### src/logic/ring_queue.sv
`timescale 1ns/1ps

module ring_queue #(
    parameter type T = logic [7:0],
    parameter int DEPTH = 8
) (
    input  logic                         clk,
    input  logic                         rst,
    input  logic                         push,
    input  T                             push_data,
    input  logic                         pop,
    output T                             head,
    output logic                         empty,
    output logic [$clog2(DEPTH+1)-1:0]   free_slots
);

    localparam int PTR_W = (DEPTH > 1) ? $clog2(DEPTH) : 1;
    localparam int CNT_W = $clog2(DEPTH + 1);

    T                 slots [DEPTH];
    logic [PTR_W-1:0] rd_ptr;
    logic [PTR_W-1:0] wr_ptr;
    logic [CNT_W-1:0] count;
    logic             full;
    logic             do_push;
    logic             do_pop;

    function automatic logic [PTR_W-1:0] ptr_inc(input logic [PTR_W-1:0] p);
        return (p == PTR_W'(DEPTH - 1)) ? '0 : p + PTR_W'(1);  // wrap for any depth
    endfunction

    assign full       = (count == CNT_W'(DEPTH));
    assign empty      = (count == '0);
    assign do_pop     = pop && !empty;
    assign do_push    = push && (!full || pop);  // full but popping frees a slot
    assign head       = slots[rd_ptr];
    assign free_slots = CNT_W'(DEPTH) - count;

    always_ff @(posedge clk) begin
        if (do_push) begin
            slots[wr_ptr] <= push_data;
        end
    end

    always_ff @(posedge clk) begin
        if (!rst) begin
            rd_ptr <= '0;
            wr_ptr <= '0;
            count  <= '0;
        end else begin
            if (do_push) begin
                wr_ptr <= ptr_inc(wr_ptr);
            end
            if (do_pop) begin
                rd_ptr <= ptr_inc(rd_ptr);
            end
            case ({do_push, do_pop})
                2'b10:   count <= count + CNT_W'(1);
                2'b01:   count <= count - CNT_W'(1);
                default: count <= count;
            endcase
        end
    end

    // the source is expected to watch free_slots
    a_no_overflow: assert property (@(posedge clk) disable iff (!rst)
        push |-> (!full || pop))
        else $error("ring_queue push while full");

endmodule

### config.mk
export PLATFORM = sky130hd
export DESIGN_NAME = ring_queue
export DESIGN_NICKNAME = d
export VERILOG_FILES = /design/src/logic/ring_queue.sv
export SDC_FILE = /design/constraint.sdc
export NUM_CORES = 1
export LEC_CHECK = 0
export ABC_AREA = 1
export BUFFER_PORTS_ARGS = -buffer_cell sky130_fd_sc_hd__buf_2
export CAP_MARGIN = 20
export CORE_ASPECT_RATIO = 0.8
export CORE_MARGIN = 4
export CORE_UTILIZATION = 26
export DETAILED_ROUTE_END_ITERATION = 12
export GPL_ROUTABILITY_DRIVEN = 1
export GPL_TIMING_DRIVEN = 0
export SYNTH_ARGS = -nofsm -noshare
export SYNTH_HDL_FRONTEND = slang
export SYNTH_SLANG_ARGS = --single-unit
export TNS_END_PERCENT = 20
### constraint.sdc
create_clock -name clk -period 2.5 [get_ports clk]
set_clock_uncertainty 0.1 [all_clocks]
set_input_delay 0.5 -clock clk [delete_from_list [all_inputs] [get_ports clk]]
set_output_delay 0.5 -clock clk [all_outputs]
set_load 0.02 [all_outputs]
==> results of run 1 <==
-- final timing paths --
check        depth (start not counted)          from          end
min                                  1  push_data[6]  slots[1][6]
max reg2reg                         16      count[1]     count[2]
min reg2reg                          1      count[0]     count[0]
max                                 16      count[1]     count[2]
-- critical path, cell delays in order, from the launching register on --
cell and delay [ns]:
dfxtp_1 0.37, inv_1 0.09, ha_1 0.20, inv_1 0.07
nor2_2 0.04, nand2_1 0.06, inv_1 0.06, nor2_4 0.17
ha_2 0.26, nand2_1 0.06, inv_1 0.07, nor2_1 0.06
ha_1 0.17, a21oi_1 0.15, xnor2_1 0.09, o21ai_0 0.16
inv_1 0.05
-- kinds of logic after synthesis --
| logic type | Yosys count | share of synthesized area |
|---|---|---|
| AO/OA/AOI/OAI | 58 | 0.0940 |
| multiplexers | 8 | 0.0246 |
| XOR/XNOR | 3 | 0.00809 |
| flip-flops | 77 | 0.672 |
| buffers and inverters | 31 | 0.0535 |
| AND/OR/NAND/NOR | 95 | 0.117 |
| adder cells (fa/ha/maj) | 8 | 0.0308 |
-- flip-flops by register name, summed over array words and instances (netlist names), named ones only --
register and count:
count 4, rd_ptr 3, slots 64, wr_ptr 3
-- power groups by stage --
stage / logic (mW) / clock network (mW) / registers, mW
6_report: 1.35 / 1.29 / 1.59
4_1_cts: 1.36 / 1.31 / 1.59
2_1_floorplan: 0.965 / 0 / 1.60
3_3_place_gp: 1.33 / 0 / 1.62
5_1_grt: 1.52 / 1.37 / 1.61
3_5_place_dp: 1.35 / 0 / 1.62
-- per-stage QoR --
| stage | hold slack [ns] | instances |
|---|---|---|
| after floorplan | 0.358 | 280 |
| after global placement | 0.384 | 475 |
| after detailed placement | 0.399 | 475 |
| after CTS | 0.321 | 491 |
| after global routing | 0.340 | 491 |
| final | 0.326 | 491 |
-- layout make-up --
type                    count  share of cell area
flip-flops and latches     77               0.559
multi-input cells         172               0.234
clock buffers               9              0.0577
well taps                 171              0.0548
repair buffers             24              0.0307
plain buffers              10              0.0243
inverters                  21              0.0202
clock inverters             7              0.0189
-- per-layer routing --
metal / up-vias / track usage / routed length, um
met4: 0 / 0.0527 / 38
met1: 974 / 0.128 / 3140
met5: - / 0 / 0
met3: 4 / 0.0265 / 357
li1: 1044 / - / -
met2: 45 / 0.157 / 3300
-- placed cells by master, fill, tap and decap left out, drive strengths merged --
master    instances
nand2            40
edfxtp           64
xnor2             2
buf              33
ha                8
o211a             1
bufinv            1
clkinvlp          2
dfxtp            13
o21ai            41
xor2              1
nand3             5
inv              23
o22ai             8
a21oi             8
nor2             48
nand3b            1
and3              1
clkbuf           10
mux2i             8
clkinv            2
==> reports/results.ini, run 1 <==
[status]
status=complete, no violations

[cells_and_area]
multi_input_area_um2=916
post-route-util=0.320
final_cell_area_um2=3910
regArea_um2=2180
nNetsFinal=335
final_layout_size_suffix_gt1_frac=0.197
fill_cells=1214
synthToLayoutAreaGrowth_pct=20.2
antennaDiodeCount=0

[drt]
wl_per_cell_um=13.9
drt_pass1_iterations=4
via_per_inst=4.21
postRouteAntennaNets=0
drt_iter0_drc=193
wl_mm=6.84
drcViolationCount=0
vias=2067

[synthesis]
ys_async_sr_fraction=0
ys_types=24
synth_flop_cell=edfxtp_1
synth.yosys.warnings=0
synth-seq-cells=77
syn_nets=300
yosys-top-cells-count=edfxtp_1 (64), nor2_1 (45), nand2_1 (38), o21ai_0 (27), inv_1 (20)
synthMostInstantiatedCell=edfxtp_1
synth_edf_count=64
synth_top_area_cell=edfxtp_1
synth_area_leaders=edfxtp_1 (59%), dfxtp_1 (8.0%), nor2_1 (5.2%), nand2_1 (4.4%), o21ai_0 (4.2%)
yosys.area.top_type_share=0.591
synthCells=280
avgSynthCellArea_um2=11.6
syn_area_um2=3250
synth-seq-area-share=0.672

[cts]
cts_root_buf=clkbuf_16
tritoncts=done
clk_pin_slew_worst_paths_ns=0.06
cts_buffer_depth=2
cts_buffers=9
cts.sinks=77
clk_latency_ns=0.33
cts_resized=2
htreeDepth=3
cts_setup_buffers=0
cts_hold_buf=0

[power]
p_comb_frac=0.320
netSwitchingFraction=0.346
power.switching_mw=1.47
power_density_nw_per_um2=1080
p_int_mw=2.77
leakage_nw=1.47
ir_worst_vdd_uv=377
p_clk_frac=0.304
p_total_mw=4.23
seq_power_share=0.376

[floorplan]
fp-row-count=36
fp.dieH_um=108
fp.dieW_um=133
initial_core_util=0.266
die_area_um2=14400
core_um2=12200
ioPinCount=25

[worst_setup_path]
cp_max_fo=7
critical_path_class=register to register
critPathArrivalTime_ns=2.45
worstSetupStartpointType=register
r2r_slack_ns=0.18
required_ns=2.63
end_kind=register

[global_route]
grt_first_pass_wirelength_mm=10.8
antenna_found_initial=0
grt_pass1_vias=2051
grt_usage=0.100
grt_max_degree=15
grt_overflow=0

[sta]
fin_crit_ns=2.32
grt_setup_unrepaired=yes
relSlewSlack=0.435
fmax_mhz=431
hold_viol=0
setup_ws_ns=0.182
setup_viol=0
worst_pin_slew_ns=0.845
fin_setup_tns_ns=0
period_share=0.927
finalMaxSlewViolations=0

[placement]
dpl_cell_area_um2=3580
place_ws_ns=-0.0693
gp_congestion=0.790
hpwl_mm=4.32
io_buffers=24

[hold_path]
min_path_type=input port to register

[job]
cap_violations=0

Note: power is estimated with default switching activity, not from simulation.
==> run 2: changes to the inputs <==
clock period = 2.74 ns   (was 2.5 ns; I/O delays follow)
==> run 2 against run 1 <==
- via count is 2.5% higher
- critical path depth fell by 7
- largest cell class unchanged
- highest routed layer unchanged
- global-route usage about the same
- clock power decreased by 9%
- utilization decreased by 0.13 points
- non-clock buffer count is the same
- worst hold slack better by 0.050 ns
==> reports/results.ini, run 2 (synthesis gave the netlist of run 1 again) <==
[cts]
cts_setup_buffers=0
htreeDepth=3
tritoncts=done
cts.sinks=77
cts_buffer_depth=2
cts_resized=0
clk_latency_ns=0.33
cts_root_buf=clkbuf_16
cts_buffers=9
cts_hold_buf=0
clk_pin_slew_worst_paths_ns=0.06

[power]
leakage_nw=1.47
p_total_mw=3.86
ir_worst_vdd_uv=346
power_density_nw_per_um2=991

[drt]
wl_per_cell_um=13.8
via_per_inst=4.31
postRouteAntennaNets=0
drt_pass1_iterations=4
drt_iter0_drc=213
wl_mm=6.79
vias=2118
drcViolationCount=0

[global_route]
grt_usage=0.100
grt_overflow=0
grt_pass1_vias=2043
grt_first_pass_wirelength_mm=10.8
antenna_found_initial=0
grt_max_degree=15

[cells_and_area]
antennaDiodeCount=0
largest_register_ffs=64
multi_input_area_um2=901
nNetsFinal=335
finalNonFillerCells=491
synthToLayoutAreaGrowth_pct=19.7
final_cell_mix=edfxtp_1 (64), nor2_1 (44), nand2_1 (38), o21ai_0 (27), buf_2 (25)
regArea_um2=2180
largestRegisters=slots x64, count x4
final_cell_area_um2=3890
post-route-util=0.319
final_layout_size_suffix_gt1_frac=0.175
top_register=slots
fill_cells=1211
final_common_cell=edfxtp_1

[worst_setup_path]
end_kind=register
required_ns=2.59
critPathArrivalTime_ns=2.36
critical_path_class=register to register
cp_max_fo=8
worstSetupStartpointType=register

[sta]
hold_viol=0
fin_crit_ns=2.50
period_share=0.913
fin_setup_tns_ns=0
relSlewSlack=0.297
fmax_mhz=400
setup_ws_ns=0.238
worst_pin_slew_ns=1.05
setup_viol=0
finalMaxSlewViolations=0
whs_ns=0.375
grt_setup_unrepaired=no

[floorplan]
initial_core_util=0.266
die_area_um2=14400
fp.dieH_um=108
core_um2=12200
fp-row-count=36
ioPinCount=25
fp.dieW_um=133

[placement]
hpwl_mm=4.32
place_ws_ns=0.171
io_buffers=24
gp_congestion=0.790
dp.cells=475
dpl_cell_area_um2=3580

[job]
cap_violations=0

[hold_path]
min_path_type=input port to register

[status]
status=complete, no violations

[run 2: cell counts in the layout (fill, tap and decap cells not counted)]
No cell type changed its count.
[run 2: path summary, 6_finish.rpt]
path	startpoint	endpoint	slack [ns]	cells past startpoint
max	count[0]	slots[1][2]	0.24	9
max reg2reg	count[0]	slots[1][2]	0.24	9
min	push_data[6]	slots[1][6]	0.38	1
min reg2reg	rd_ptr[1]	rd_ptr[1]	0.40	2
[run 2: area by class of cell]
type	instances	area share
clock inverters	7	0.0190
multi-input cells	172	0.232
clock buffers	9	0.0579
plain buffers	10	0.0244
flip-flops and latches	77	0.561
well taps	171	0.0550
inverters	21	0.0203
repair buffers	24	0.0309
[run 2: power breakdown]
part | total [mW] | internal (mW) | switching [mW]
clock | 1.17 | 0.709 | 0.464
sequential | 1.45 | 1.38 | 0.0724
combinational | 1.23 | 0.433 | 0.797
total | 3.86 | 2.52 | 1.33
[run 2: layer usage]
metal	routed length (um)	global-route usage	vias up
met2	3240	0.158	52
li1	-	-	1046
met5	0	0	-
met4	137	0.0527	0
met1	3060	0.127	1011
met3	358	0.0265	9
[run 2: worst max-delay path, cell delays in order (launching register included)]
cell,delay [ns]
dfxtp_1,0.42
inv_1,0.09
ha_1,0.21
inv_1,0.07
nor2_2,0.04
nand3_1,0.08
nand2_2,0.12
inv_1,0.11
nand2_2,0.08
nor2_1,0.80
