File: src/logic/mem_settings.svh
`ifndef MEM_SETTINGS_SVH
`define MEM_SETTINGS_SVH

//////////////////////////////////////////////////
// memory subsystem sizing
//////////////////////////////////////////////////

// reorder-buffer tag width, tag 0 is reserved
`define LSB_TAG_W 3

// queue depths
`define FETCH_DEPTH 8
`define COMMIT_DEPTH 8

// byte ram decodes this many address bits
`define RAM_ADDR_W 12

`endif

File: src/logic/lsu_pkg.sv
`include "mem_settings.svh"

package lsu_pkg;

    typedef logic [`LSB_TAG_W-1:0] rob_tag_t;
    typedef logic [31:0] mem_word_t;
    typedef logic [7:0] byte_t;

    localparam rob_tag_t TAG_NONE = '0;

    // memory opcodes only, alu and branch ops live elsewhere
    typedef enum logic [3:0] {
        MEM_NONE = 4'd0,
        LB,
        LH,
        LW,
        LBU,
        LHU,
        SB,
        SH,
        SW
    } mem_op_t;

    function automatic logic is_store_op(input mem_op_t op);
        return (op == SB) || (op == SH) || (op == SW);
    endfunction

    // index of the last byte touched by op
    function automatic logic [1:0] op_last_byte(input mem_op_t op);
        case (op)
            LH, LHU, SH: return 2'd1;
            LW, SW:      return 2'd3;
            default:     return 2'd0;
        endcase
    endfunction

endpackage

File: src/logic/lsb_entry_table.sv
`timescale 1ns/1ps
`include "mem_settings.svh"

module lsb_entry_table
    import lsu_pkg::*;
(
    input  logic      clk,
    input  logic      rst,
    input  mem_op_t   issue_op,
    input  rob_tag_t  issue_tag,
    input  mem_word_t issue_addr,
    input  mem_word_t issue_data,
    input  rob_tag_t  look_tag,
    output mem_op_t   look_op,
    output mem_word_t look_addr,
    output mem_word_t look_data,
    output logic      look_busy,
    input  logic      clear,
    input  rob_tag_t  clear_tag
);

    localparam int ENTRIES = 1 << `LSB_TAG_W;

    mem_op_t            op_q   [ENTRIES];
    mem_word_t          addr_q [ENTRIES];
    mem_word_t          data_q [ENTRIES];
    logic [ENTRIES-1:0] busy_q;
    logic               alloc;

    assign alloc = (issue_op != MEM_NONE);

    always_ff @(posedge clk) begin
        if (alloc) begin
            op_q[issue_tag]   <= issue_op;
            addr_q[issue_tag] <= issue_addr;
            data_q[issue_tag] <= issue_data;
        end
    end

    always_ff @(posedge clk) begin
        if (!rst) begin
            busy_q <= '0;
        end else begin
            if (clear) begin
                busy_q[clear_tag] <= 1'b0;
            end
            if (alloc) begin
                busy_q[issue_tag] <= 1'b1;  // reissue of a retiring tag wins
            end
        end
    end

    assign look_op   = op_q[look_tag];
    assign look_addr = addr_q[look_tag];
    assign look_data = data_q[look_tag];
    assign look_busy = busy_q[look_tag];

    //////////////////////////////////////////////////
    // reorder buffer contract
    //////////////////////////////////////////////////

    a_alloc_free_tag: assert property (@(posedge clk) disable iff (!rst)
        alloc |-> (!busy_q[issue_tag] || (clear && clear_tag == issue_tag)))
        else $error("allocation to a busy tag");

    a_alloc_real_tag: assert property (@(posedge clk) disable iff (!rst)
        alloc |-> (issue_tag != TAG_NONE))
        else $error("allocation to tag 0");

endmodule

File: config.mk
export PLATFORM = sky130hd
export DESIGN_NAME = lsb_entry_table
export DESIGN_NICKNAME = d
export VERILOG_FILES = /design/src/logic/lsu_pkg.sv /design/src/logic/lsb_entry_table.sv
export VERILOG_INCLUDE_DIRS = /design/src /design/src/logic
export SDC_FILE = /design/constraint.sdc
export NUM_CORES = 1
export LEC_CHECK = 0
export ABC_AREA = 1
export BUFFER_PORTS_ARGS = -buffer_cell sky130_fd_sc_hd__buf_2
export CORE_AREA = 2 2 167 333
export CTS_CLUSTER_SIZE = 40
export DETAILED_ROUTE_END_ITERATION = 10
export DIE_AREA = 0 0 169 335
export GPL_ROUTABILITY_DRIVEN = 0
export GPL_TIMING_DRIVEN = 0
export MAX_ROUTING_LAYER = met4
export PLACE_DENSITY_LB_ADDON = 0.08
export SLEW_MARGIN = 0
export SYNTH_ARGS = -nofsm -noshare
export SYNTH_HDL_FRONTEND = slang
export SYNTH_SLANG_ARGS = --single-unit
File: constraint.sdc
create_clock -name clk -period 3.8 [get_ports clk]
set_clock_uncertainty 0.2 [all_clocks]
set_input_delay 0.57 -clock clk [delete_from_list [all_inputs] [get_ports clk]]
set_output_delay 0.57 -clock clk [all_outputs]
set_load 0.05 [all_outputs]
==> impl_metrics.tcl, run 1 <==
set metrics [dict create \
    status "complete, no violations" \
    start_util 0.446 \
    area_delta_synth_final_pct 13.7 \
    finalSetupViolCount 0 \
    nets 2738 \
    viasPerCell 4.90 \
    fmax_mhz 335 \
    hold_buffers 0 \
    grt_max_degree 48 \
    path_class "primary input to primary output" \
    p_int_uw 9930 \
    switching_share 0.253 \
    cts_buffer_depth 3 \
    mostFrequentLayoutCell "nand2_1" \
    yosys.cell_types.count 15 \
    htreeDepth 2 \
    worstSetupEndpointType "primary output" \
    finalWorstPathRequiredPeriod_ps 2980 \
    r2r_slack_ps 2990 \
    min_from "issue_data[29]" \
    r2r-start "busy_q[3]" \
    multi_input_area_um2 4950 \
    p_seq_frac 0.533 \
    comb_power_share 0.110 \
    hold_violations 0 \
    ys_seq_elements 552 \
    ir_worst_vdd_mv 0.332 \
    cp-start-kind "primary input" \
    overflow 0 \
    dr.pass1.iters 7 \
    p_per_area_nw_per_um2 483 \
    min_delay_worst_endpoint "data_q[1][29]" \
    cts_setup_buffers 0 \
    path_common_cell "buf_2" \
    cts_buffers 49 \
    die_y_um 335 \
    num_vias 16600 \
    rr_endpoint "busy_q[3]" \
    routed_wl_um 64700 \
    drive_above_1_share 0.121 \
    leakagePower_uw 0.0130 \
    crit_slowest_cell "buf_2" \
    synth.avg_cell_area_um2 9.86 \
    crit_path_max_incr_delay_ps 340 \
    grt_pass1_vias 16600 \
    synth_cells 2453 \
    path_clk_slew_ps 60 \
    dieArea_um2 56600 \
    drc_errors 0 \
    final_cell_mix "922 x nand2_1, 562 x inv_1, 544 x edfxtp_1, 278 x nand3_1, 212 x buf_2" \
    rsz0062_at_grt "false" \
    p_sw_uw 3360 \
    maxCapViolations 0 \
    wl_per_cell_um 19.1 \
    io_buffers 146 \
    syn_nets 2533 \
    cp.required_ps 3030 \
    slew_headroom 0.505 \
    fp.coreArea_um2 54200 \
    num_io_pins 149 \
    ys_seq_area_frac 0.682 \
    crit_path_cell_trace "buf_2 -> inv_2 -> buf_2 -> buf_2 -> nand2_1 -> nand2_1 -> buf_2" \
    setup_slack_ps 817 \
    antenna_found_initial 5 \
    startpoint "look_tag[2]" \
    cts_resized 0 \
    fin_hold_ws_ps 48.2 \
    dp_slack_ps 785 \
    rows 121 \
    arrival_ps 2210 \
    grt_usage 0.239 \
    hp-class "primary input to register" \
    netlist_area_um2 24200 \
    insertion_delay_ps 590 \
    die_w_um 169 \
    grt_pass1_wl_um 97200 \
    fillers 4985 \
    rr_worst_depth 2 \
    fin_crit_sh 0.785 \
    final_antenna_net_count 0 \
    cts-root-buf "clkbuf_16" \
    cts_num_sinks 552 \
    tritoncts "built" \
    worstMarginPinSlew_ps 742 \
    ff_latch_area_um2 16500 \
    drtIter0Drc 1018 \
    yosysWarningCount 0 \
    slew_viol_final 0 \
    hpwl_um 40600 \
    holdPathStages 1 \
    clock_power_share 0.357 \
    crit_fanout 10 \
]
[Yosys cell counts]
cell type	n	area [µm²]
nand2_1	922	3460
inv_1	570	2140
edfxtp_1	544	16300
nand3_1	278	1390
buf_2	66	330
buf_4	23	173
nor2_1	13	48.8
clkbuf_1	11	41.3
a21oi_1	8	40.0
dfxtp_1	8	160
buf_6	4	45.0
buf_1	2	7.51
o21ai_0	2	10.0
inv_2	1	3.75
inv_4	1	6.26
[worst max-delay path: cells and delay by family]
family / cells / cell delay [ps]
buffers and inverters: 5 / 1390
and+or+nand+nor: 2 / 230
[power groups by stage]
stage	Sequential [µW]	Combinational (µW)	Clock (µW)
after floorplan	7200	938	0
after global placement	7220	1440	0
after detailed placement	7210	1480	0
after CTS	7080	1490	4830
after global routing	7100	1620	5020
final	7080	1470	4740
[worst max-delay path by stage]
stage	end	slack, ps	cells past startpoint
6_report	look_data[23]	820	7
5_1_grt	look_data[23]	730	7
4_1_cts	look_data[23]	790	7
3_5_place_dp	look_data[23]	780	7
3_3_place_gp	data_q[6][30]	-940	5
2_1_floorplan	addr_q[0][0]	970	4
[final cells by class]
| class | instances | share of cell area |
|---|---|---|
| clock inverters | 21 | 0.00368 |
| plain buffers | 106 | 0.0217 |
| well taps | 676 | 0.0307 |
| diodes | 5 | 0.000455 |
| multi-input cells | 1223 | 0.180 |
| inverters | 572 | 0.0788 |
| clock buffers | 69 | 0.0507 |
| repair buffers | 154 | 0.0346 |
| flip-flops and latches | 552 | 0.599 |
[sequential cells by signal, indices dropped and copies added, names as in the netlist]
signal	cells
op_q	32
busy_q	8
addr_q	256
data_q	256
[routing by layer]
metal	GRT usage	part of all wire
met4	0.0855	0.033
met1	0.256	0.37
met5	-	0
met2	0.442	0.54
met3	0.0371	0.054
[cells by family after synthesis]
kind of cell    after synthesis  synth area share
simple gates               1213             0.203
buf+inv                     678             0.114
flops                       552             0.682
compound gates               10           0.00207
[per-stage QoR]
| stage | setup TNS (ps) | utilization | std cells | power, µW | area [µm²] |
|---|---|---|---|---|---|
| 6_report | 0 | 0.508 | 3378 | 13300 | 27500 |
| 4_1_cts | 0 | 0.507 | 3373 | 13400 | 27500 |
| 3_3_place_gp | -468810 | 0.475 | 3275 | 8660 | 25800 |
| 5_1_grt | 0 | 0.508 | 3378 | 13700 | 27500 |
| 3_5_place_dp | 0 | 0.480 | 3283 | 8690 | 26000 |
| 2_1_floorplan | 0 | - | 2453 | 8140 | 24200 |
Note: power is estimated with default switching activity, not from simulation.
==> run 2, diff against run 1 <==
Settings changed: ABC_AREA 1 to 0, CORE_AREA 2 2 167 333 to 2 2 156 310, DIE_AREA 0 0 169 335 to 0 0 158 312.
Clock period 3.8 ns to 3.1 ns, I/O delays scaled along.
==> impl_metrics.tcl, run 2 <==
set metrics [dict create \
    grt_pass1_wl_um 66700 \
    fin_crit_sh 0.974 \
    slew_headroom 0.399 \
    p_per_area_nw_per_um2 635 \
    rows 112 \
    drive_above_1_share 0.405 \
    io_buffers 143 \
    min_from "rst" \
    routed_wl_um 44800 \
    grt_max_degree 24 \
    cts_setup_buffers 0 \
    antenna_found_initial 2 \
    cts-root-buf "clkbuf_16" \
    netlist_area_um2 20900 \
    reg_top3 "addr_q x256, data_q x256, op_q x32" \
    htreeDepth 2 \
    final_antenna_net_count 0 \
    synth_cells 841 \
    nets 1209 \
    cp.required_ps 2430 \
    top_usage_layer "met2" \
    ir_worst_vdd_mv 0.485 \
    crit_path_cell_trace "buf_2 -> clkbuf_2 -> mux4_2 -> mux2_2 -> buf_2" \
    die_y_um 312 \
    met1_usage 0.247 \
    rsz0062_at_grt "false" \
    cts_buffers 47 \
    die_w_um 158 \
    status "complete, no violations" \
    mostFrequentLayoutCell "edfxtp_1" \
    synthArstFlopShare 0 \
    fin_cells 1794 \
    cts_num_sinks 552 \
    finalSetupViolCount 0 \
    syn_nets 921 \
    ys_seq_elements 552 \
    path_class "primary input to primary output" \
    grt_util_met2 0.323 \
    yosys.area.top_type_share 0.783 \
    start_util 0.446 \
    wl_per_cell_um 24.9 \
    ff_latch_area_um2 16500 \
    cp-start-kind "primary input" \
    fillers 3735 \
    crit_slowest_cell "buf_2" \
    dr.pass1.iters 7 \
    yosysWarningCount 0 \
    crit_path_max_incr_delay_ps 510 \
    tritoncts "built" \
    yosys.cell_count.top_type "edfxtp_1" \
    ys_seq_area_frac 0.790 \
    arrival_ps 2350 \
    post-synth-top-area-cell "edfxtp_1" \
    viasPerCell 5.34 \
    worstSetupEndpointType "primary output" \
    drtIter0Drc 555 \
    yosys.cell_types.count 18 \
    leakagePower_uw 0.00827 \
    synth_common_cells "544 x edfxtp_1, 138 x mux4_2, 69 x mux2_2" \
    grt_pass1_vias 10400 \
    fp.coreArea_um2 46800 \
    crit_fanout 19 \
    num_vias 9583 \
    grtUsageMet3 0.0258 \
    power_uw 16100 \
    dp_slack_ps -366 \
    hp-class "primary input to register" \
    maxCapViolations 0 \
    cts_buffer_depth 3 \
    dieArea_um2 49300 \
    synth_edf_count 544 \
    final_cell_mix "544 x edfxtp_1, 148 x buf_2, 138 x mux4_2, 69 x mux2_2, 68 x dlygate4sd3_1" \
    synth.avg_cell_area_um2 24.8 \
    r2r-start "busy_q[3]" \
    hpwl_um 28200 \
    path_common_cell "buf_2" \
    slew_viol_final 0 \
    fmax_mhz 331 \
    setup_slack_ps 82.1 \
    overflow 0 \
    final_util 0.540 \
    grt_usage 0.191 \
    insertion_delay_ps 560 \
    num_io_pins 149 \
    worstMarginPinSlew_ps 900 \
    synthTopCellsByArea "edfxtp_1 78%, mux4_2 15%, mux2_2 3.7%" \
    finalWorstPathRequiredPeriod_ps 3020 \
    multi_input_area_um2 4180 \
    drc_errors 0 \
    hold_violations 0 \
    dp.cells 1640 \
    ys.flop_type "edfxtp_1" \
    area_delta_synth_final_pct 21.1 \
    path_clk_slew_ps 60 \
    startpoint "look_tag[2]" \
]
[run 2: changes by cell type after synthesis, moves of 6 or more]
cell      change
buf_1         +9
mux2_2       +69
nand2_1     -917
buf_4        -23
mux4_2      +138
nand2b_1      +6
buf_6        +10
nor2_1        -6
nand3_1     -277
a21oi_1       -8
buf_2        -62
o21ai_0       +6
o211ai_1      +6
inv_1       -570
[run 2: critical path, delay by kind of cell]
family,cells,cell delay (ps)
multiplexers,2,660
buffers and inverters,3,1200
[run 2: metal layers]
metal  vias up  routed length, µm
met5         -                  0
met4         0                964
met3        60               1800
met2       216              23400
met1      5113              18600
li1       4194                  -
[run 2: final timing paths]
kind,cells past startpoint,endpoint,slack [ps]
worst max-delay path,5,look_data[27],80
worst min-delay path,3,busy_q[1],30
worst max register to register,2,busy_q[3],2200
worst min register to register,2,busy_q[4],310
[run 2: layout make-up]
| class | instances | share of cell area |
|---|---|---|
| antenna | 2 | 0.000198 |
| buffer | 41 | 0.0106 |
| clock buffer | 62 | 0.0500 |
| clock inverter | 23 | 0.00891 |
| multi-input combinational | 247 | 0.165 |
| sequential | 552 | 0.652 |
| tap | 627 | 0.0310 |
| timing repair buffer | 240 | 0.0817 |
[run 2: cells by family after synthesis]
kind of cell | after synthesis | share of synthesized area
buf+inv | 42 | 0.0128
simple gates | 24 | 0.00576
flops | 552 | 0.790
mux | 207 | 0.186
compound gates | 16 | 0.00492
[run 2: metrics by stage]
step	hold WS [ps]	area [µm²]	setup TNS, ps
after floorplan	263	20900	-107750
after global placement	286	22400	-1323970
after detailed placement	287	23100	-6210
after CTS	1.86	25300	0
after global routing	32.0	25300	0
final	26.6	25300	0
[run 2: timing repair]
action | CTS | global route
gates resized for setup | 2 | 2
cloned | 0 | 0
hold buffers | 68 | 0
endpoints found under the hold margin | 544 | 0
setup endpoints to repair | 11 | 12
[run 2: where the power goes]
group          leakage, µW  switching, µW  internal, µW
Sequential         0.00506           76.3          8590
Clock             0.000722           2560          3210
Combinational      0.00249            992           623
Total              0.00827           3630         12400
==> run 3, diff against run 2 <==
Settings changed: HOLD_SLACK_MARGIN set to 0.05.
==> impl_metrics.tcl, run 3 (synthesized netlist as in run 2, its figures left out) <==
set metrics [dict create \
    rows 112 \
    grt_pass1_wl_um 66800 \
    overflow 0 \
    cp-start-kind "primary input" \
    insertion_delay_ps 550 \
    final_cell_mix "544 x edfxtp_1, 148 x buf_2, 138 x mux4_2, 71 x dlygate4sd3_1, 69 x mux2_2" \
    path_clk_slew_ps 70 \
    rsz0062_at_grt "false" \
    dieArea_um2 49300 \
    cts-root-buf "clkbuf_16" \
    slew_headroom 0.401 \
    fmax_mhz 332 \
    crit_path_max_incr_delay_ps 510 \
    arrival_ps 2350 \
    drc_errors 0 \
    area_delta_synth_final_pct 21.3 \
    finalWorstPathRequiredPeriod_ps 3020 \
    mostFrequentLayoutCell "edfxtp_1" \
    final_cell_area_um2 25300 \
    cts_num_sinks 552 \
    cp.required_ps 2430 \
    cts_buffers 47 \
    routed_wl_um 44800 \
    worstMarginPinSlew_ps 896 \
    cts_buffer_depth 3 \
    start_util 0.446 \
    status "complete, no violations" \
    reg_top3 "addr_q x256, data_q x256, op_q x32" \
    cp_top_family "buffers and inverters" \
    tritoncts "built" \
    r2r-start "busy_q[3]" \
    hp-class "primary input to register" \
    io_buffers 143 \
    fillers 3732 \
    r2r_slack_ps 2200 \
    wl_per_cell_um 24.9 \
    worstSetupEndpointType "primary output" \
    path_common_cell "buf_2" \
    place_area_um2 23100 \
    crit_slowest_cell "buf_2" \
    path_class "primary input to primary output" \
    die_w_um 158 \
    drive_above_1_share 0.404 \
    antenna_found_initial 2 \
    fin_hold_ws_ps 131 \
    hold_violations 0 \
    setup_tns_ps 0 \
    slew_viol_final 0 \
    num_vias 9579 \
    viasPerCell 5.33 \
    hpwl_um 28200 \
    fin_cells 1797 \
    holdPathStages 4 \
    drtIter0Drc 541 \
    grt_max_degree 24 \
    htreeDepth 2 \
    crit_fanout 19 \
    ir_worst_vdd_mv 0.486 \
    grt_pass1_vias 10500 \
    min_from "clear_tag[1]" \
    dp.cells 1640 \
    fp.coreArea_um2 46800 \
    die_y_um 312 \
    min_delay_worst_endpoint "busy_q[7]" \
    rr_worst_depth 2 \
    grt_usage 0.191 \
    rr_endpoint "busy_q[3]" \
    final_antenna_net_count 0 \
    fin_crit_sh 0.973 \
    finalSetupViolCount 0 \
    dr.pass1.iters 7 \
    cts_setup_buffers 0 \
    p_per_area_nw_per_um2 634 \
    nets 1212 \
    num_io_pins 149 \
    maxCapViolations 0 \
    crit_buf_inv 3 \
    cp.depth 5 \
    leakagePower_uw 0.00828 \
    crit_path_cell_trace "buf_2 -> clkbuf_2 -> mux4_2 -> mux2_2 -> buf_2" \
]
## run 3: worst max-delay path by stage
stage | start | end | slack [ps]
2_1_floorplan | issue_tag[0] | addr_q[3][0] | -280
3_3_place_gp | issue_op[0] | addr_q[2][8] | -2540
3_5_place_dp | look_tag[1] | look_data[27] | -370
4_1_cts | look_tag[2] | look_data[1] | 10
5_1_grt | look_tag[2] | look_data[27] | 20
6_report | look_tag[2] | look_data[27] | 80
## run 3: area by class of cell
type | instances | area (µm²) | area share
well taps | 627 | 785 | 0.0310
flip-flops and latches | 552 | 16500 | 0.652
diodes | 2 | 5.00 | 0.000198
multi-input cells | 247 | 4180 | 0.165
clock buffers | 62 | 1260 | 0.0499
repair buffers | 243 | 2100 | 0.0828
plain buffers | 41 | 268 | 0.0106
clock inverters | 23 | 225 | 0.00890
## run 3: timing repair
| action | 4_1_cts | 5_1_grt |
|---|---|---|
| hold buffers | 71 | 0 |
| gates resized for setup | 2 | 2 |
| hold endpoints to repair | 548 | 0 |
| setup endpoints to repair | 11 | 12 |
## run 3: per-stage QoR
step	power, µW	worst slack [ps]	util
final	16100	84.5	0.541
after global routing	16600	19.5	0.541
after CTS	16300	10.0	0.541
after detailed placement	10400	-366	0.494
after global placement	10300	-2540	0.479
after floorplan	9840	-283	-
## run 3: report_power, final
group          switching, µW  leakage (µW)  internal, µW  total [µW]
combinational            993       0.00251           625        1620
clock                   2560      0.000722          3210        5770
sequential              76.5       0.00506          8590        8670
total                   3630       0.00828         12400       16100
## run 3: worst register-to-register path, delay by kind of cell (launching register included)
kind               cells  cell delay [ps]
DFF                    1              310
AOI/OAI and AO/OA      2              240
## run 3: metal layers
layer,track usage,routed length [µm],vias up
li1,-,-,4200
met1,0.246,18600,5110
met2,0.323,23400,209
met3,0.0262,1800,60
met4,0.0485,957,0
met5,-,0,-
