$ cat config.mk
export PLATFORM = sky130hd
export DESIGN_NAME = byte_mem_sequencer
export DESIGN_NICKNAME = d
export VERILOG_FILES = /design/src/logic/lsu_pkg.sv /design/src/logic/fetch_pkg.sv /design/src/logic/byte_mem_sequencer.sv
export VERILOG_INCLUDE_DIRS = /design/src /design/src/logic
export SDC_FILE = /design/constraint.sdc
export NUM_CORES = 1
export LEC_CHECK = 0
export ABC_AREA = 1
export BUFFER_PORTS_ARGS = -buffer_cell sky130_fd_sc_hd__clkbuf_2
export CORE_AREA = 2 2 129 131
export CTS_BUF_LIST = sky130_fd_sc_hd__clkbuf_16
export DETAILED_ROUTE_END_ITERATION = 12
export DIE_AREA = 0 0 131 133
export SYNTH_ARGS = -nofsm -noshare
export SYNTH_HDL_FRONTEND = slang
export SYNTH_SLANG_ARGS = --single-unit
$ cat constraint.sdc
create_clock -name clk -period 2.41 [get_ports clk]
set_input_delay 0.241 -clock clk [delete_from_list [all_inputs] [get_ports clk]]
set_output_delay 0.241 -clock clk [all_outputs]
set_load 0.01 [all_outputs]
$ cat src/logic/mem_settings.svh
`ifndef MEM_SETTINGS_SVH
`define MEM_SETTINGS_SVH

//////////////////////////////////////////////////
// memory subsystem sizing
//////////////////////////////////////////////////

// reorder-buffer tag width, tag 0 is reserved
`define LSB_TAG_W 3

// queue depths
`define FETCH_DEPTH 8
`define COMMIT_DEPTH 8

// byte ram decodes this many address bits
`define RAM_ADDR_W 12

`endif

$ cat src/logic/lsu_pkg.sv
`include "mem_settings.svh"

package lsu_pkg;

    typedef logic [`LSB_TAG_W-1:0] rob_tag_t;
    typedef logic [31:0] mem_word_t;
    typedef logic [7:0] byte_t;

    localparam rob_tag_t TAG_NONE = '0;

    // memory opcodes only, alu and branch ops live elsewhere
    typedef enum logic [3:0] {
        MEM_NONE = 4'd0,
        LB,
        LH,
        LW,
        LBU,
        LHU,
        SB,
        SH,
        SW
    } mem_op_t;

    function automatic logic is_store_op(input mem_op_t op);
        return (op == SB) || (op == SH) || (op == SW);
    endfunction

    // index of the last byte touched by op
    function automatic logic [1:0] op_last_byte(input mem_op_t op);
        case (op)
            LH, LHU, SH: return 2'd1;
            LW, SW:      return 2'd3;
            default:     return 2'd0;
        endcase
    endfunction

endpackage

$ cat src/logic/fetch_pkg.sv
package fetch_pkg;

    //////////////////////////////////////////////////
    // instruction fetch types
    //////////////////////////////////////////////////

    typedef logic [31:0] pc_t;
    typedef logic [31:0] ins_word_t;

endpackage

$ cat src/logic/byte_mem_sequencer.sv
`timescale 1ns/1ps
`include "mem_settings.svh"

module byte_mem_sequencer
    import lsu_pkg::*;
    import fetch_pkg::*;
(
    input  logic                   clk,
    input  logic                   rst,
    input  logic                   stall,
    // committed tags
    input  rob_tag_t               commit_head,
    input  logic                   commit_empty,
    output logic                   commit_pop,
    // fetch addresses
    input  pc_t                    fetch_head,
    input  logic                   fetch_empty,
    output logic                   fetch_pop,
    // entry table
    output rob_tag_t               look_tag,
    input  mem_op_t                look_op,
    input  mem_word_t              look_addr,
    input  mem_word_t              look_data,
    input  logic                   look_busy,
    output logic                   clear,
    output rob_tag_t               clear_tag,
    // byte ram
    output logic [`RAM_ADDR_W-1:0] ram_addr,
    output logic                   ram_we,
    output byte_t                  ram_wdata,
    input  byte_t                  ram_rdata,
    // completions
    output logic                   load_valid,
    output rob_tag_t               load_tag,
    output mem_word_t              load_value,
    output logic                   store_done,
    output rob_tag_t               store_tag,
    output logic                   ins_valid,
    output ins_word_t              ins_value
);

    typedef enum logic [1:0] {
        S_IDLE,
        S_ACCESS,
        S_WAIT,
        S_DONE
    } seq_state_t;

    seq_state_t             state;
    logic [1:0]             idx;
    logic [1:0]             last_idx;
    logic                   job_fetch;
    logic                   job_store;
    mem_op_t                job_op;
    rob_tag_t               job_tag;
    logic [`RAM_ADDR_W-1:0] job_addr;
    mem_word_t              data_q;  // store data, then the assembled read word
    logic                   rd_valid_q;
    logic [1:0]             rd_idx_q;
    logic                   take_mem;
    logic                   take_fetch;
    logic                   drop_commit;
    logic                   finishing;

    //////////////////////////////////////////////////
    // job selection
    //////////////////////////////////////////////////

    assign look_tag = commit_head;

    always_comb begin
        take_mem    = 1'b0;
        take_fetch  = 1'b0;
        drop_commit = 1'b0;
        if (state == S_IDLE && !stall) begin
            if (!commit_empty && look_busy) begin
                take_mem = 1'b1;  // committed memory op first
            end else begin
                drop_commit = !commit_empty;  // tag never issued or already done
                take_fetch  = !fetch_empty;
            end
        end
    end

    //////////////////////////////////////////////////
    // byte sequencing
    //////////////////////////////////////////////////

    always_ff @(posedge clk) begin
        if (!rst) begin
            state      <= S_IDLE;
            idx        <= '0;
            rd_valid_q <= 1'b0;
        end else begin
            rd_valid_q <= (state == S_ACCESS) && !job_store;  // byte due next cycle
            case (state)
                S_IDLE: begin
                    if (take_mem || take_fetch) begin
                        state <= S_ACCESS;
                        idx   <= '0;
                    end
                end
                S_ACCESS: begin
                    idx <= idx + 2'd1;
                    if (idx == last_idx) begin
                        state <= job_store ? S_DONE : S_WAIT;
                    end
                end
                S_WAIT:  state <= S_DONE;  // last byte on ram_rdata
                default: state <= S_IDLE;
            endcase
        end
    end

    always_ff @(posedge clk) begin
        rd_idx_q <= idx;
        if (take_mem || take_fetch) begin
            job_fetch <= take_fetch;
            job_store <= take_mem && is_store_op(look_op);
            job_op    <= take_fetch ? MEM_NONE : look_op;
            job_tag   <= commit_head;
            job_addr  <= take_fetch ? fetch_head[`RAM_ADDR_W-1:0]
                                    : look_addr[`RAM_ADDR_W-1:0];
            last_idx  <= take_fetch ? 2'd3 : op_last_byte(look_op);
            data_q    <= look_data;
        end else if (rd_valid_q) begin
            data_q[8*rd_idx_q +: 8] <= ram_rdata;  // little endian placement
        end
    end

    assign ram_addr  = job_addr + `RAM_ADDR_W'(idx);
    assign ram_we    = (state == S_ACCESS) && job_store;
    assign ram_wdata = data_q[8*idx +: 8];

    //////////////////////////////////////////////////
    // completion
    //////////////////////////////////////////////////

    assign finishing  = (state == S_DONE);
    assign commit_pop = drop_commit || (finishing && !job_fetch);
    assign fetch_pop  = finishing && job_fetch;
    assign clear      = finishing && !job_fetch;
    assign clear_tag  = job_tag;

    assign load_valid = finishing && !job_fetch && !job_store;
    assign load_tag   = job_tag;
    assign store_done = finishing && !job_fetch && job_store;
    assign store_tag  = job_tag;
    assign ins_valid  = finishing && job_fetch;
    assign ins_value  = data_q;

    always_comb begin
        case (job_op)
            LB:      load_value = {{24{data_q[7]}}, data_q[7:0]};
            LH:      load_value = {{16{data_q[15]}}, data_q[15:0]};
            LBU:     load_value = {24'h0, data_q[7:0]};
            LHU:     load_value = {16'h0, data_q[15:0]};
            default: load_value = data_q;  // lw
        endcase
    end

    a_fetch_read_only: assert property (@(posedge clk) disable iff (!rst)
        (state != S_IDLE && job_fetch) |-> !ram_we)
        else $error("ram write during an instruction fetch");

endmodule

==> impl_metrics.prom, run 1 <==
# TYPE chip_impl_metric gauge
chip_impl_info{name="run_status",value="complete, no violations"} 1
chip_impl_info{name="ys_top_cells_by_area",value="edfxtp_1 (42%), nand2_1 (18%), nand3_1 (5.2%), inv_1 (4.5%), buf_4 (4.2%)"} 1
chip_impl_metric{name="via_count_of_the_first_global_routing_pass",unit=""} 3497
chip_impl_metric{name="synth.cell_area",unit="um2"} 3950
chip_impl_metric{name="post_synthesis_sequential_area_ratio",unit="%"} 45.3
chip_impl_info{name="most_prevalent_standard_cell_on_the_critical_path",value="inv_1"} 1
chip_impl_info{name="holdPathEnd",value="clear_tag[2]$_DFFE_PP_"} 1
chip_impl_metric{name="timing.critical_path.fanout_max",unit=""} 2
chip_impl_metric{name="cts_made_buffers",unit=""} 9
chip_impl_metric{name="instances_no_fill",unit=""} 887
chip_impl_info{name="hold_path_class",value="in2reg"} 1
chip_impl_info{name="crit_chain",value="ha_1 > inv_1 > fa_1 > inv_1 > nand3_2 > nor2_2 > nand4_1 > xnor2_1 > buf_2"} 1
chip_impl_metric{name="timing_hold_violations_final",unit=""} 0
chip_impl_info{name="r2r-end",value="ins_value[31]$_DFFE_PP_"} 1
chip_impl_metric{name="worstPathArrival",unit="ns"} 2.03
chip_impl_metric{name="detail_route.vias_per_cell",unit=""} 4.30
chip_impl_metric{name="synthDominantCellAreaShare",unit="%"} 41.8
chip_impl_metric{name="fin_nets",unit=""} 790
chip_impl_metric{name="drt_drc_violations_left",unit=""} 0
chip_impl_info{name="layout.cells.most_common",value="nand2_1"} 1
chip_impl_metric{name="p_per_area",unit="nW/um2"} 967
chip_impl_metric{name="postLayoutSetupSlackWorst",unit="ns"} 0.139
chip_impl_info{name="synth_top_cell_by_area",value="edfxtp_1"} 1
chip_impl_metric{name="worst_setup_hold_path_clk_slew",unit="ns"} 0.05
chip_impl_metric{name="initial_utilization",unit="%"} 24.4
chip_impl_metric{name="internal_power",unit="mW"} 2.98
chip_impl_metric{name="area_growth",unit="%"} 33.0
chip_impl_metric{name="gr_util_all_layers",unit="%"} 14.4
chip_impl_metric{name="drt-total-wl",unit="um"} 12600
chip_impl_metric{name="dpl_cells",unit=""} 870
chip_impl_metric{name="placement.setup.worst_slack",unit="ns"} 0.482
chip_impl_metric{name="worst_hold_path.num_cells",unit=""} 1
chip_impl_metric{name="skew",unit="ns"} 0.00416
chip_impl_info{name="worstSetupPathType",value="reg2out"} 1
chip_impl_metric{name="timing.critical_path.slowest_cell_delay",unit="ns"} 0.40
chip_impl_info{name="hold_path.startpoint",value="commit_head[2]"} 1
chip_impl_metric{name="vias_after_detailed_routing",unit=""} 3810
chip_impl_metric{name="clock_buffer_depth",unit=""} 2
chip_impl_metric{name="grt_first_pass_wirelength",unit="um"} 18800
chip_impl_metric{name="regArea",unit="um2"} 1790
chip_impl_metric{name="pwr-share-seq",unit="%"} 34.0
chip_impl_metric{name="syn-instance-count",unit=""} 495
chip_impl_metric{name="combinational_power_share",unit="%"} 43.3
chip_impl_metric{name="worst_slew_pin_tran",unit="ns"} 0.629
chip_impl_metric{name="detailed_place_hpwl",unit="um"} 9930
chip_impl_metric{name="seq_cells_post_synth",unit=""} 62
chip_impl_metric{name="post_synth.cell_area_avg",unit="um2"} 7.98
chip_impl_metric{name="finalWeightedCongestion",unit=""} 0.884
chip_impl_metric{name="placement.io_buffers",unit=""} 179
chip_impl_metric{name="design.core.area",unit="um2"} 16200
chip_impl_info{name="startpoint_of_the_worst_slack_reg_to_reg_timing_path",value="state[0]$_SDFFE_PN0P_"} 1
chip_impl_info{name="cp-startpoint",value="idx[0]$_SDFFE_PN0P_"} 1
chip_impl_metric{name="clkLatencyLatePin",unit="ns"} 0.34
chip_impl_metric{name="clkSinkCount",unit=""} 62
chip_impl_metric{name="synth.distinct_cells",unit=""} 32
chip_impl_metric{name="max_clock_freq",unit="MHz"} 440
chip_impl_metric{name="avgRoutedWirePerCell",unit="um"} 14.2
chip_impl_info{name="cell_at_the_root_of_the_clock_tree",value="clkbuf_16"} 1
chip_impl_info{name="cts_tree",value="yes"} 1
chip_impl_metric{name="route.antenna.remaining_nets",unit=""} 0
chip_impl_metric{name="vdd_ir_drop_max",unit="mV"} 0.352
chip_impl_metric{name="die_x",unit="um"} 131
chip_impl_info{name="worstSetupStartpointType",value="flop"} 1
chip_impl_metric{name="grt_overflow_total",unit=""} 0
chip_impl_metric{name="final-max-slew-violation-count",unit=""} 0
chip_impl_metric{name="htree_levels",unit=""} 3
chip_impl_metric{name="filler_cell_count",unit=""} 1724
chip_impl_metric{name="swShare",unit="%"} 41.5
chip_impl_metric{name="final_min_period_over_clock_period",unit="%"} 94.2
chip_impl_metric{name="reg2regPathDepth",unit=""} 6
chip_impl_metric{name="synth_nets",unit=""} 624
chip_impl_metric{name="total_switching_power",unit="mW"} 2.11
chip_impl_metric{name="finalSetupViolations",unit=""} 0
chip_impl_metric{name="site_row_count",unit=""} 47
chip_impl_info{name="layout_common_cells",value="nand2_1 (191), clkbuf_2 (178), edfxtp_1 (55)"} 1
chip_impl_metric{name="initial_antenna_violation_count",unit=""} 1
chip_impl_metric{name="worst_ep_required_time",unit="ns"} 2.17
chip_impl_metric{name="clock_power_share",unit="%"} 22.8
chip_impl_metric{name="grt_max_degree",unit=""} 45
chip_impl_metric{name="multi_input_comb_area",unit="um2"} 1740
chip_impl_metric{name="timing.max_cap.violations",unit=""} 0
chip_impl_metric{name="i_o_pin_count",unit=""} 220
chip_impl_metric{name="first_iter_violations",unit=""} 310
chip_impl_info{name="timing.critical_path.to_type",value="primary output"} 1
chip_impl_metric{name="drt-pass1-iter-count",unit=""} 5
chip_impl_metric{name="power_leakage",unit="nW"} 2.72
chip_impl_info{name="cp_max_delay_cell",value="fa_1"} 1
chip_impl_metric{name="slew-limit-headroom",unit="%"} 57.9
chip_impl_metric{name="share_of_final_layout_standard_cells_stronger_than_drive_strength_1",unit="%"} 33.5
chip_impl_metric{name="floorplan.die_area",unit="um2"} 17400
chip_impl_metric{name="yosysWarnings",unit=""} 0
chip_impl_metric{name="die_height",unit="um"} 133
chip_impl_metric{name="r2r_slack",unit="ns"} 0.53
chip_impl_metric{name="final_critical_delay_including_setup_and_external_delays",unit="ns"} 2.27
worst max-delay path: cells and delay by family (launching register included):
kind	cells	cell delay (ns)
XOR/XNOR	1	0.16
adder cells (fa/ha/maj)	2	0.57
buffers and inverters	3	0.31
flip-flops	1	0.33
AND/OR/NAND/NOR	3	0.34
Yosys cell counts:
cell type  count
nand4_1        5
nand3_4        1
edfxtp_1      55
xor2_1         6
o21ai_0       22
buf_4         22
inv_2          5
a21oi_1        7
nand2_2        3
ha_1          11
nor3_4         1
nor2_1        30
o21ai_4        1
nor2_8         1
nand4_4        1
nand3_1       41
nand2_1      191
fa_1           1
nor4_4         1
xnor2_1        4
nand3_2        1
dfxtp_1        7
o211ai_1       1
buf_6          1
nor3_1         6
inv_1         47
clkbuf_1       1
buf_2         10
o211ai_2       1
nand3b_1       2
nor2_4         3
o22ai_1        6
area by class of cell:
class                           instances  area share (%)
Clock inverter                          7           0.786
Clock buffer                            9            4.28
Tap cell                              220            5.24
Inverter                               52            3.71
Sequential cell                        62            34.1
Multi-Input combinational cell        347            33.1
Timing Repair Buffer                  189            18.7
Antenna cell                            1          0.0476
registers in the layout, summed over array words and instances (netlist names), 2 cells and up:
signal,count
clear_tag,3
idx,2
ins_value,32
job_addr,12
job_op,4
last_idx,2
rd_idx_q,2
state,2
worst max path at each step:
| stage | depth (start not counted) | slack (ns) | end |
|---|---|---|---|
| after floorplan | 9 | 0.39 | ram_addr[8] |
| after detailed placement | 9 | 0.48 | ram_addr[8] |
| after global placement | 9 | 0.48 | ram_addr[8] |
| final | 9 | 0.14 | ram_addr[8] |
| after CTS | 9 | 0.12 | ram_addr[8] |
| after global routing | 9 | -0.02 | ram_addr[8] |
per-layer routing:
| metal | up-vias | share of wire [%] | global-route usage (%) |
|---|---|---|---|
| met5 | - | 0 | 0 |
| met4 | 0 | 3.0 | 7.15 |
| met3 | 23 | 5.0 | 2.95 |
| met2 | 96 | 50 | 23.3 |
| met1 | 1773 | 42 | 18.1 |
| li1 | 1918 | - | - |
cells by family (layout without fill, tap and decap cells):
logic type	after synthesis	in the layout	synth area share [%]
AOI/OAI and AO/OA	38	38	5.54
xor gates and xnor gates	10	10	2.22
adders and majority gates	12	12	3.99
buffers and inverters	86	257	10.8
DFF	62	62	45.3
other	0	1	0
and+or+nand+nor	287	287	32.1
timing repair:
action                     in CTS  in global routing
resized for setup               0                  3
setup endpoints to repair       0                  1
hold buffers                    0                  0
buffers inserted                0                  0
stage by stage:
stage	power, mW	setup TNS, ns	utilization [%]	hold WS, ns	area (um2)
after floorplan	3.10	0	-	0.340	3950
after global placement	3.93	0	30.8	0.437	4980
after detailed placement	3.95	0	30.8	0.437	4980
after CTS	5.12	0	32.4	0.0862	5250
after global routing	5.43	-0.0234	32.5	0.0930	5250
final	5.08	0	32.5	0.0954	5260
power groups by stage:
stage	Clock (mW)	Sequential (mW)	Combinational [mW]
final	1.16	1.73	2.20
after global routing	1.22	1.76	2.45
after CTS	1.18	1.73	2.21
after detailed placement	0	1.75	2.20
after global placement	0	1.74	2.19
after floorplan	0	1.75	1.35
Note: power is estimated with default switching activity, not from simulation.
==> inputs of run 2 (changes only) <==
- CELL_PAD_IN_SITES_DETAIL_PLACEMENT: unset -> 0
- CELL_PAD_IN_SITES_GLOBAL_PLACEMENT: unset -> 1
- PLACE_DENSITY_LB_ADDON: unset -> 0.1
==> run 2 against run 1 <==
First-iteration DRC count fell by 35%; largest cell class unchanged; non-clock buffer count rose by 2; sequential share of layout area fell by 0.089 points.
==> impl_metrics.prom, run 2 (same netlist as run 1, synthesis figures left out) <==
# TYPE chip_impl_metric gauge
chip_impl_info{name="cts_tree",value="yes"} 1
chip_impl_metric{name="slew-limit-headroom",unit="%"} 53.7
chip_impl_metric{name="avgRoutedWirePerCell",unit="um"} 14.7
chip_impl_metric{name="worst_slew_pin_tran",unit="ns"} 0.692
chip_impl_metric{name="detail_route.vias_per_cell",unit=""} 4.14
chip_impl_metric{name="detailed_place_hpwl",unit="um"} 10500
chip_impl_metric{name="tns",unit="ns"} 0
chip_impl_metric{name="area_growth",unit="%"} 33.4
chip_impl_metric{name="clkSinkCount",unit=""} 62
chip_impl_metric{name="skew",unit="ns"} 0.00710
chip_impl_metric{name="power_leakage",unit="nW"} 2.75
chip_impl_info{name="cp-startpoint",value="idx[1]$_SDFFE_PN0P_"} 1
chip_impl_metric{name="i_o_pin_count",unit=""} 220
chip_impl_info{name="hold_path.startpoint",value="commit_head[2]"} 1
chip_impl_metric{name="cts_made_buffers",unit=""} 9
chip_impl_metric{name="grt_overflow_total",unit=""} 0
chip_impl_info{name="layout_common_cells",value="nand2_1 (191), clkbuf_2 (179), edfxtp_1 (55)"} 1
chip_impl_metric{name="placement.setup.worst_slack",unit="ns"} 0.496
chip_impl_metric{name="fin_nets",unit=""} 792
chip_impl_info{name="startpoint_of_the_worst_slack_reg_to_reg_timing_path",value="state[0]$_SDFFE_PN0P_"} 1
chip_impl_metric{name="final_min_period_over_clock_period",unit="%"} 92.2
chip_impl_metric{name="grt_first_pass_wirelength",unit="um"} 19400
chip_impl_metric{name="post_cts_hold_buffer_count",unit=""} 0
chip_impl_info{name="timing.critical_path.to_type",value="primary output"} 1
chip_impl_info{name="rsz0062_at_grt",value="false"} 1
chip_impl_metric{name="finalSetupViolations",unit=""} 0
chip_impl_metric{name="worstPathArrival",unit="ns"} 1.98
chip_impl_metric{name="final_util",unit="%"} 32.6
chip_impl_metric{name="design.core.area",unit="um2"} 16200
chip_impl_metric{name="finalWeightedCongestion",unit=""} 0.817
chip_impl_metric{name="p_per_area",unit="nW/um2"} 987
chip_impl_metric{name="via_count_of_the_first_global_routing_pass",unit=""} 3456
chip_impl_metric{name="timing.critical_path.fanout_max",unit=""} 11
chip_impl_metric{name="initial_utilization",unit="%"} 24.4
chip_impl_metric{name="die_height",unit="um"} 133
chip_impl_metric{name="vdd_ir_drop_max",unit="mV"} 0.331
chip_impl_info{name="layout.cells.most_common",value="nand2_1"} 1
chip_impl_metric{name="placement.io_buffers",unit=""} 179
chip_impl_metric{name="largest_register_ff_count",unit=""} 32
chip_impl_metric{name="vias_after_detailed_routing",unit=""} 3680
chip_impl_metric{name="antenna-diode-count",unit=""} 0
chip_impl_metric{name="clock_buffer_depth",unit=""} 2
chip_impl_metric{name="initial_antenna_violation_count",unit=""} 0
chip_impl_metric{name="htree_levels",unit=""} 3
chip_impl_metric{name="drt_drc_violations_left",unit=""} 0
chip_impl_metric{name="drt-total-wl",unit="um"} 13100
chip_impl_metric{name="r2r_slack",unit="ns"} 0.50
chip_impl_info{name="hold_path_class",value="in2reg"} 1
chip_impl_metric{name="worst_setup_hold_path_clk_slew",unit="ns"} 0.05
chip_impl_metric{name="drt-pass1-iter-count",unit=""} 6
chip_impl_metric{name="worst_ep_required_time",unit="ns"} 2.17
chip_impl_metric{name="grt_max_degree",unit=""} 30
chip_impl_metric{name="timing_hold_violations_final",unit=""} 0
chip_impl_metric{name="final-max-slew-violation-count",unit=""} 0
chip_impl_metric{name="first_iter_violations",unit=""} 201
chip_impl_metric{name="gr_util_all_layers",unit="%"} 14.9
chip_impl_metric{name="site_row_count",unit=""} 47
chip_impl_metric{name="clkLatencyLatePin",unit="ns"} 0.34
chip_impl_metric{name="route.antenna.remaining_nets",unit=""} 0
chip_impl_info{name="worstSetupStartpointType",value="flop"} 1
chip_impl_metric{name="final_critical_delay_including_setup_and_external_delays",unit="ns"} 2.22
chip_impl_metric{name="die_x",unit="um"} 131
chip_impl_info{name="cell_at_the_root_of_the_clock_tree",value="clkbuf_16"} 1
chip_impl_info{name="worstSetupPathType",value="reg2out"} 1
chip_impl_metric{name="share_of_final_layout_standard_cells_stronger_than_drive_strength_1",unit="%"} 33.5
chip_impl_metric{name="max_clock_freq",unit="MHz"} 450
chip_impl_metric{name="timing.max_cap.violations",unit=""} 0
chip_impl_metric{name="floorplan.die_area",unit="um2"} 17400
chip_impl_info{name="run_status",value="complete, no violations"} 1
chip_impl_metric{name="postLayoutSetupSlackWorst",unit="ns"} 0.189
chip_impl_metric{name="postCtsSetupBuffers",unit=""} 0
-- run 2: changes by cell type in the layout (fill, tap and decap cells not counted), sizes merged --
cell	previous run	this run
diode	1	0
inv	52	54
buf	11	12
bufinv	0	1
clkbuf	187	188
clkinvlp	4	1
-- run 2: critical path, stage by stage (launching register included) --
cell,delay (ns)
dfxtp_1,0.30
buf_4,0.18
ha_1,0.29
a21oi_1,0.09
nor2_1,0.28
nand3_1,0.19
xnor2_1,0.17
clkbuf_2,0.15
-- run 2: power by group --
part	leakage [nW]	total, mW	switching, mW	internal (mW)
sequential	0.579	1.75	0.241	1.50
combinational	2.03	2.21	1.41	0.794
clock	0.143	1.25	0.468	0.783
-- run 2: metrics by stage --
step           total power [mW]  instance area (um2)  std cells  hold slack [ns]
2_1_floorplan              3.10                 3950        495            0.340
3_3_place_gp               4.01                 4980        872            0.437
3_5_place_dp               4.02                 4980        872            0.440
4_1_cts                    5.29                 5270        888           0.0858
5_1_grt                    5.58                 5270        888            0.103
6_report                   5.20                 5270        888           0.0983
-- run 2: final cells by class --
cell class / instances / area [um2]
fillers: 1777 / 10900
flip-flops and latches: 62 / 1790
multi-input cells: 347 / 1740
repair buffers: 191 / 986
well taps: 220 / 275
clock buffers: 9 / 225
inverters: 52 / 195
clock inverters: 7 / 57.6
-- run 2: worst paths after layout --
check                                          endpoint  cells past startpoint
worst min register to register    rd_valid_q$_SDFF_PN0_                      1
worst max-delay path                       ram_addr[11]                      7
worst max register to register  ins_value[29]$_DFFE_PP_                      9
worst min-delay path             clear_tag[2]$_DFFE_PP_                      1
-- run 2: repair_timing --
item / CTS / global route
endpoints found under the setup margin: 0 / 1
hold endpoints to repair: 0 / 0
resized for setup: 0 / 2
-- run 2: per-layer routing --
layer	track usage [%]	share of wire, %	vias up
li1	-	-	1919
met3	3.80	6.2	10
met4	3.90	1.1	0
met1	21.3	48	1632
met5	0	0	-
met2	22.5	45	119
==> inputs of run 3 (changes only) <==
- CORE_AREA: 2 2 129 131 -> 2 2 116 118
- DIE_AREA: 0 0 131 133 -> 0 0 118 120
==> run 3 against run 2 <==
Sequential cell count stayed put; final cell count decreased by 5.2%; sequential share of layout area increased by 0.53 points; clock power fell by 6%; register-to-register slack about the same; utilization is 7.4 points higher; cell area fell by 1.5%; clock skew down 0.0018 ns; worst hold slack improved by 0.0029 ns; via count increased by 1.5%; combinational power shrank 2%.
==> impl_metrics.prom, run 3 (same netlist as run 1, synthesis figures left out) <==
# TYPE chip_impl_metric gauge
chip_impl_info{name="cp_max_delay_cell",value="fa_2"} 1
chip_impl_metric{name="floorplan.die_area",unit="um2"} 14200
chip_impl_metric{name="grt_first_pass_wirelength",unit="um"} 19100
chip_impl_metric{name="timing.critical_path.fanout_max",unit=""} 2
chip_impl_metric{name="via_count_of_the_first_global_routing_pass",unit=""} 3550
chip_impl_metric{name="final_design_instance_area_without_fill",unit="um2"} 5190
chip_impl_info{name="cell_at_the_root_of_the_clock_tree",value="clkbuf_16"} 1
chip_impl_metric{name="grt_max_degree",unit=""} 30
chip_impl_metric{name="route.met3.wl",unit="um"} 662
chip_impl_metric{name="dpl_cells",unit=""} 826
chip_impl_metric{name="antenna-diode-count",unit=""} 0
chip_impl_metric{name="largest_register_ff_count",unit=""} 32
chip_impl_info{name="startpoint_of_the_worst_slack_reg_to_reg_timing_path",value="state[0]$_SDFFE_PN0P_"} 1
chip_impl_info{name="crit_chain",value="ha_1 > inv_1 > fa_2 > inv_1 > nand3_2 > nor2_2 > nand4_1 > xnor2_1 > clkbuf_2"} 1
chip_impl_info{name="layout.cells.most_common",value="nand2_1"} 1
chip_impl_metric{name="worst_ep_required_time",unit="ns"} 2.17
chip_impl_info{name="worstSetupStartpointType",value="flop"} 1
chip_impl_info{name="worstSetupPathType",value="reg2out"} 1
chip_impl_metric{name="share_of_final_layout_standard_cells_stronger_than_drive_strength_1",unit="%"} 33.9
chip_impl_metric{name="drt-total-wl",unit="um"} 12400
chip_impl_metric{name="vdd_ir_drop_max",unit="mV"} 0.446
chip_impl_info{name="hold_path.startpoint",value="commit_head[2]"} 1
chip_impl_metric{name="placement.io_buffers",unit=""} 179
chip_impl_metric{name="p_per_area",unit="nW/um2"} 977
chip_impl_metric{name="detailed_place_hpwl",unit="um"} 9800
chip_impl_info{name="cts_tree",value="yes"} 1
chip_impl_metric{name="finalSetupViolations",unit=""} 0
chip_impl_info{name="most_prevalent_standard_cell_on_the_critical_path",value="inv_1"} 1
chip_impl_metric{name="design.core.area",unit="um2"} 13000
chip_impl_info{name="r2r-end",value="ins_value[25]$_DFFE_PP_"} 1
chip_impl_metric{name="fin_nets",unit=""} 790
chip_impl_metric{name="max_clock_freq",unit="MHz"} 449
chip_impl_metric{name="drt-pass1-iter-count",unit=""} 4
chip_impl_metric{name="power",unit="mW"} 5.07
chip_impl_metric{name="worst_hold_path.num_cells",unit=""} 1
chip_impl_info{name="worst_path_dominant_cell_family",value="adder cells"} 1
chip_impl_metric{name="slew-limit-headroom",unit="%"} 56.5
chip_impl_metric{name="vias_after_detailed_routing",unit=""} 3734
chip_impl_metric{name="tns",unit="ns"} 0
chip_impl_info{name="highest-signal-layer",value="met4"} 1
chip_impl_metric{name="placement.setup.worst_slack",unit="ns"} 0.454
chip_impl_metric{name="grt_overflow_total",unit=""} 0
chip_impl_metric{name="finalWeightedCongestion",unit=""} 0.818
chip_impl_metric{name="die_height",unit="um"} 120
chip_impl_metric{name="i_o_pin_count",unit=""} 220
chip_impl_metric{name="postCtsSetupBuffers",unit=""} 0
chip_impl_metric{name="power_leakage",unit="nW"} 2.73
chip_impl_metric{name="timing_hold_violations_final",unit=""} 0
chip_impl_metric{name="instances_no_fill",unit=""} 842
chip_impl_info{name="hold_path_class",value="in2reg"} 1
chip_impl_metric{name="die_x",unit="um"} 118
chip_impl_metric{name="area_growth",unit="%"} 31.3
chip_impl_metric{name="critical_path_buf_inv_count",unit=""} 3
chip_impl_metric{name="worst_slack_on_hold_paths",unit="ns"} 0.101
chip_impl_metric{name="gr_util_all_layers",unit="%"} 17.7
chip_impl_info{name="layout_common_cells",value="nand2_1 (191), clkbuf_2 (179), edfxtp_1 (55)"} 1
chip_impl_metric{name="met2RoutedLength",unit="um"} 5860
chip_impl_metric{name="cts_made_buffers",unit=""} 9
chip_impl_metric{name="final_critical_delay_including_setup_and_external_delays",unit="ns"} 2.23
chip_impl_info{name="holdPathEnd",value="clear_tag[2]$_DFFE_PP_"} 1
chip_impl_metric{name="route.antenna.remaining_nets",unit=""} 0
chip_impl_metric{name="avgRoutedWirePerCell",unit="um"} 14.7
chip_impl_metric{name="worst_slew_pin_tran",unit="ns"} 0.650
chip_impl_metric{name="worst_setup_hold_path_clk_slew",unit="ns"} 0.05
chip_impl_metric{name="clkLatencyLatePin",unit="ns"} 0.34
chip_impl_metric{name="worstPathArrival",unit="ns"} 1.99
chip_impl_metric{name="timing.critical_path.slowest_cell_delay",unit="ns"} 0.35
chip_impl_metric{name="final-max-slew-violation-count",unit=""} 0
chip_impl_metric{name="detailed_place.area",unit="um2"} 4910
chip_impl_info{name="timing.critical_path.to_type",value="primary output"} 1
chip_impl_metric{name="htree_levels",unit=""} 3
chip_impl_metric{name="reg2regPathDepth",unit=""} 9
chip_impl_metric{name="filler_cell_count",unit=""} 1385
chip_impl_info{name="run_status",value="complete, no violations"} 1
chip_impl_metric{name="timing.max_cap.violations",unit=""} 0
chip_impl_metric{name="site_row_count",unit=""} 42
chip_impl_metric{name="clkSinkCount",unit=""} 62
chip_impl_metric{name="detail_route.vias_per_cell",unit=""} 4.43
chip_impl_metric{name="initial_antenna_violation_count",unit=""} 0
chip_impl_metric{name="first_iter_violations",unit=""} 192
chip_impl_metric{name="initial_utilization",unit="%"} 30.4
chip_impl_metric{name="clock_buffer_depth",unit=""} 2
chip_impl_metric{name="final_util",unit="%"} 40.0
chip_impl_metric{name="drt_drc_violations_left",unit=""} 0
chip_impl_metric{name="final_min_period_over_clock_period",unit="%"} 92.5
chip_impl_metric{name="skew",unit="ns"} 0.00527
chip_impl_metric{name="r2r_slack",unit="ns"} 0.51
chip_impl_metric{name="postLayoutSetupSlackWorst",unit="ns"} 0.181
chip_impl_metric{name="m1WireLength",unit="um"} 5680
==> run 3: cell types whose count changed in the layout (fill, tap and decap cells not counted) <==
| cell | delta |
|---|---|
| clkinv_2 | +2 |
| clkinvlp_4 | +2 |
| buf_4 | -2 |
| inv_1 | -2 |
| clkinv_1 | -1 |
| bufinv_16 | -1 |
| nand3_1 | -1 |
| nand3_2 | +1 |
==> run 3: worst max-delay path by stage <==
stage / cells after the start / to / startpoint
after global routing: 9 / ram_addr[8] / idx[0]$_SDFFE_PN0P_
after global placement: 9 / ram_addr[8] / idx[0]$_SDFFE_PN0P_
after detailed placement: 9 / ram_addr[8] / idx[0]$_SDFFE_PN0P_
after floorplan: 9 / ram_addr[8] / idx[1]$_SDFFE_PN0P_
final: 9 / ram_addr[8] / idx[0]$_SDFFE_PN0P_
after CTS: 9 / ram_addr[8] / idx[0]$_SDFFE_PN0P_
==> run 3: power by group <==
part | switching, mW | leakage [nW] | total (mW) | internal [mW]
clock | 0.483 | 0.125 | 1.17 | 0.685
combinational | 1.39 | 2.02 | 2.17 | 0.777
sequential | 0.230 | 0.579 | 1.73 | 1.50
total | 2.10 | 2.73 | 5.07 | 2.97
==> run 3: worst register-to-register path: stages (launching register included) <==
cell and delay (ns):
dfxtp_1 0.38, inv_1 0.08, ha_1 0.23, inv_2 0.11, nor2_8 0.05, o21ai_4 0.24
inv_2 0.11, buf_4 0.25, nand2_1 0.12, nand2_1 0.07
==> run 3: repair_timing <==
item,in CTS,in global routing
hold buffers,0,0
resized for setup,0,3
setup endpoints to repair,0,2
==> run 3: cell type report <==
type                            count  area (um2)  share of cell area [%]
Clock buffer                        9         225                    4.34
Clock inverter                      7        41.3                   0.796
Inverter                           52         195                    3.76
Multi-Input combinational cell    347        1740                    33.6
Sequential cell                    62        1790                    34.5
Tap cell                          176         220                    4.24
Timing Repair Buffer              189         971                    18.7
==> run 3: metal layers <==
layer  GRT usage, %  vias up
met4           5.87        0
li1               -     1913
met3           4.61       13
met1           22.9     1688
met2           28.8      120
met5              0        -
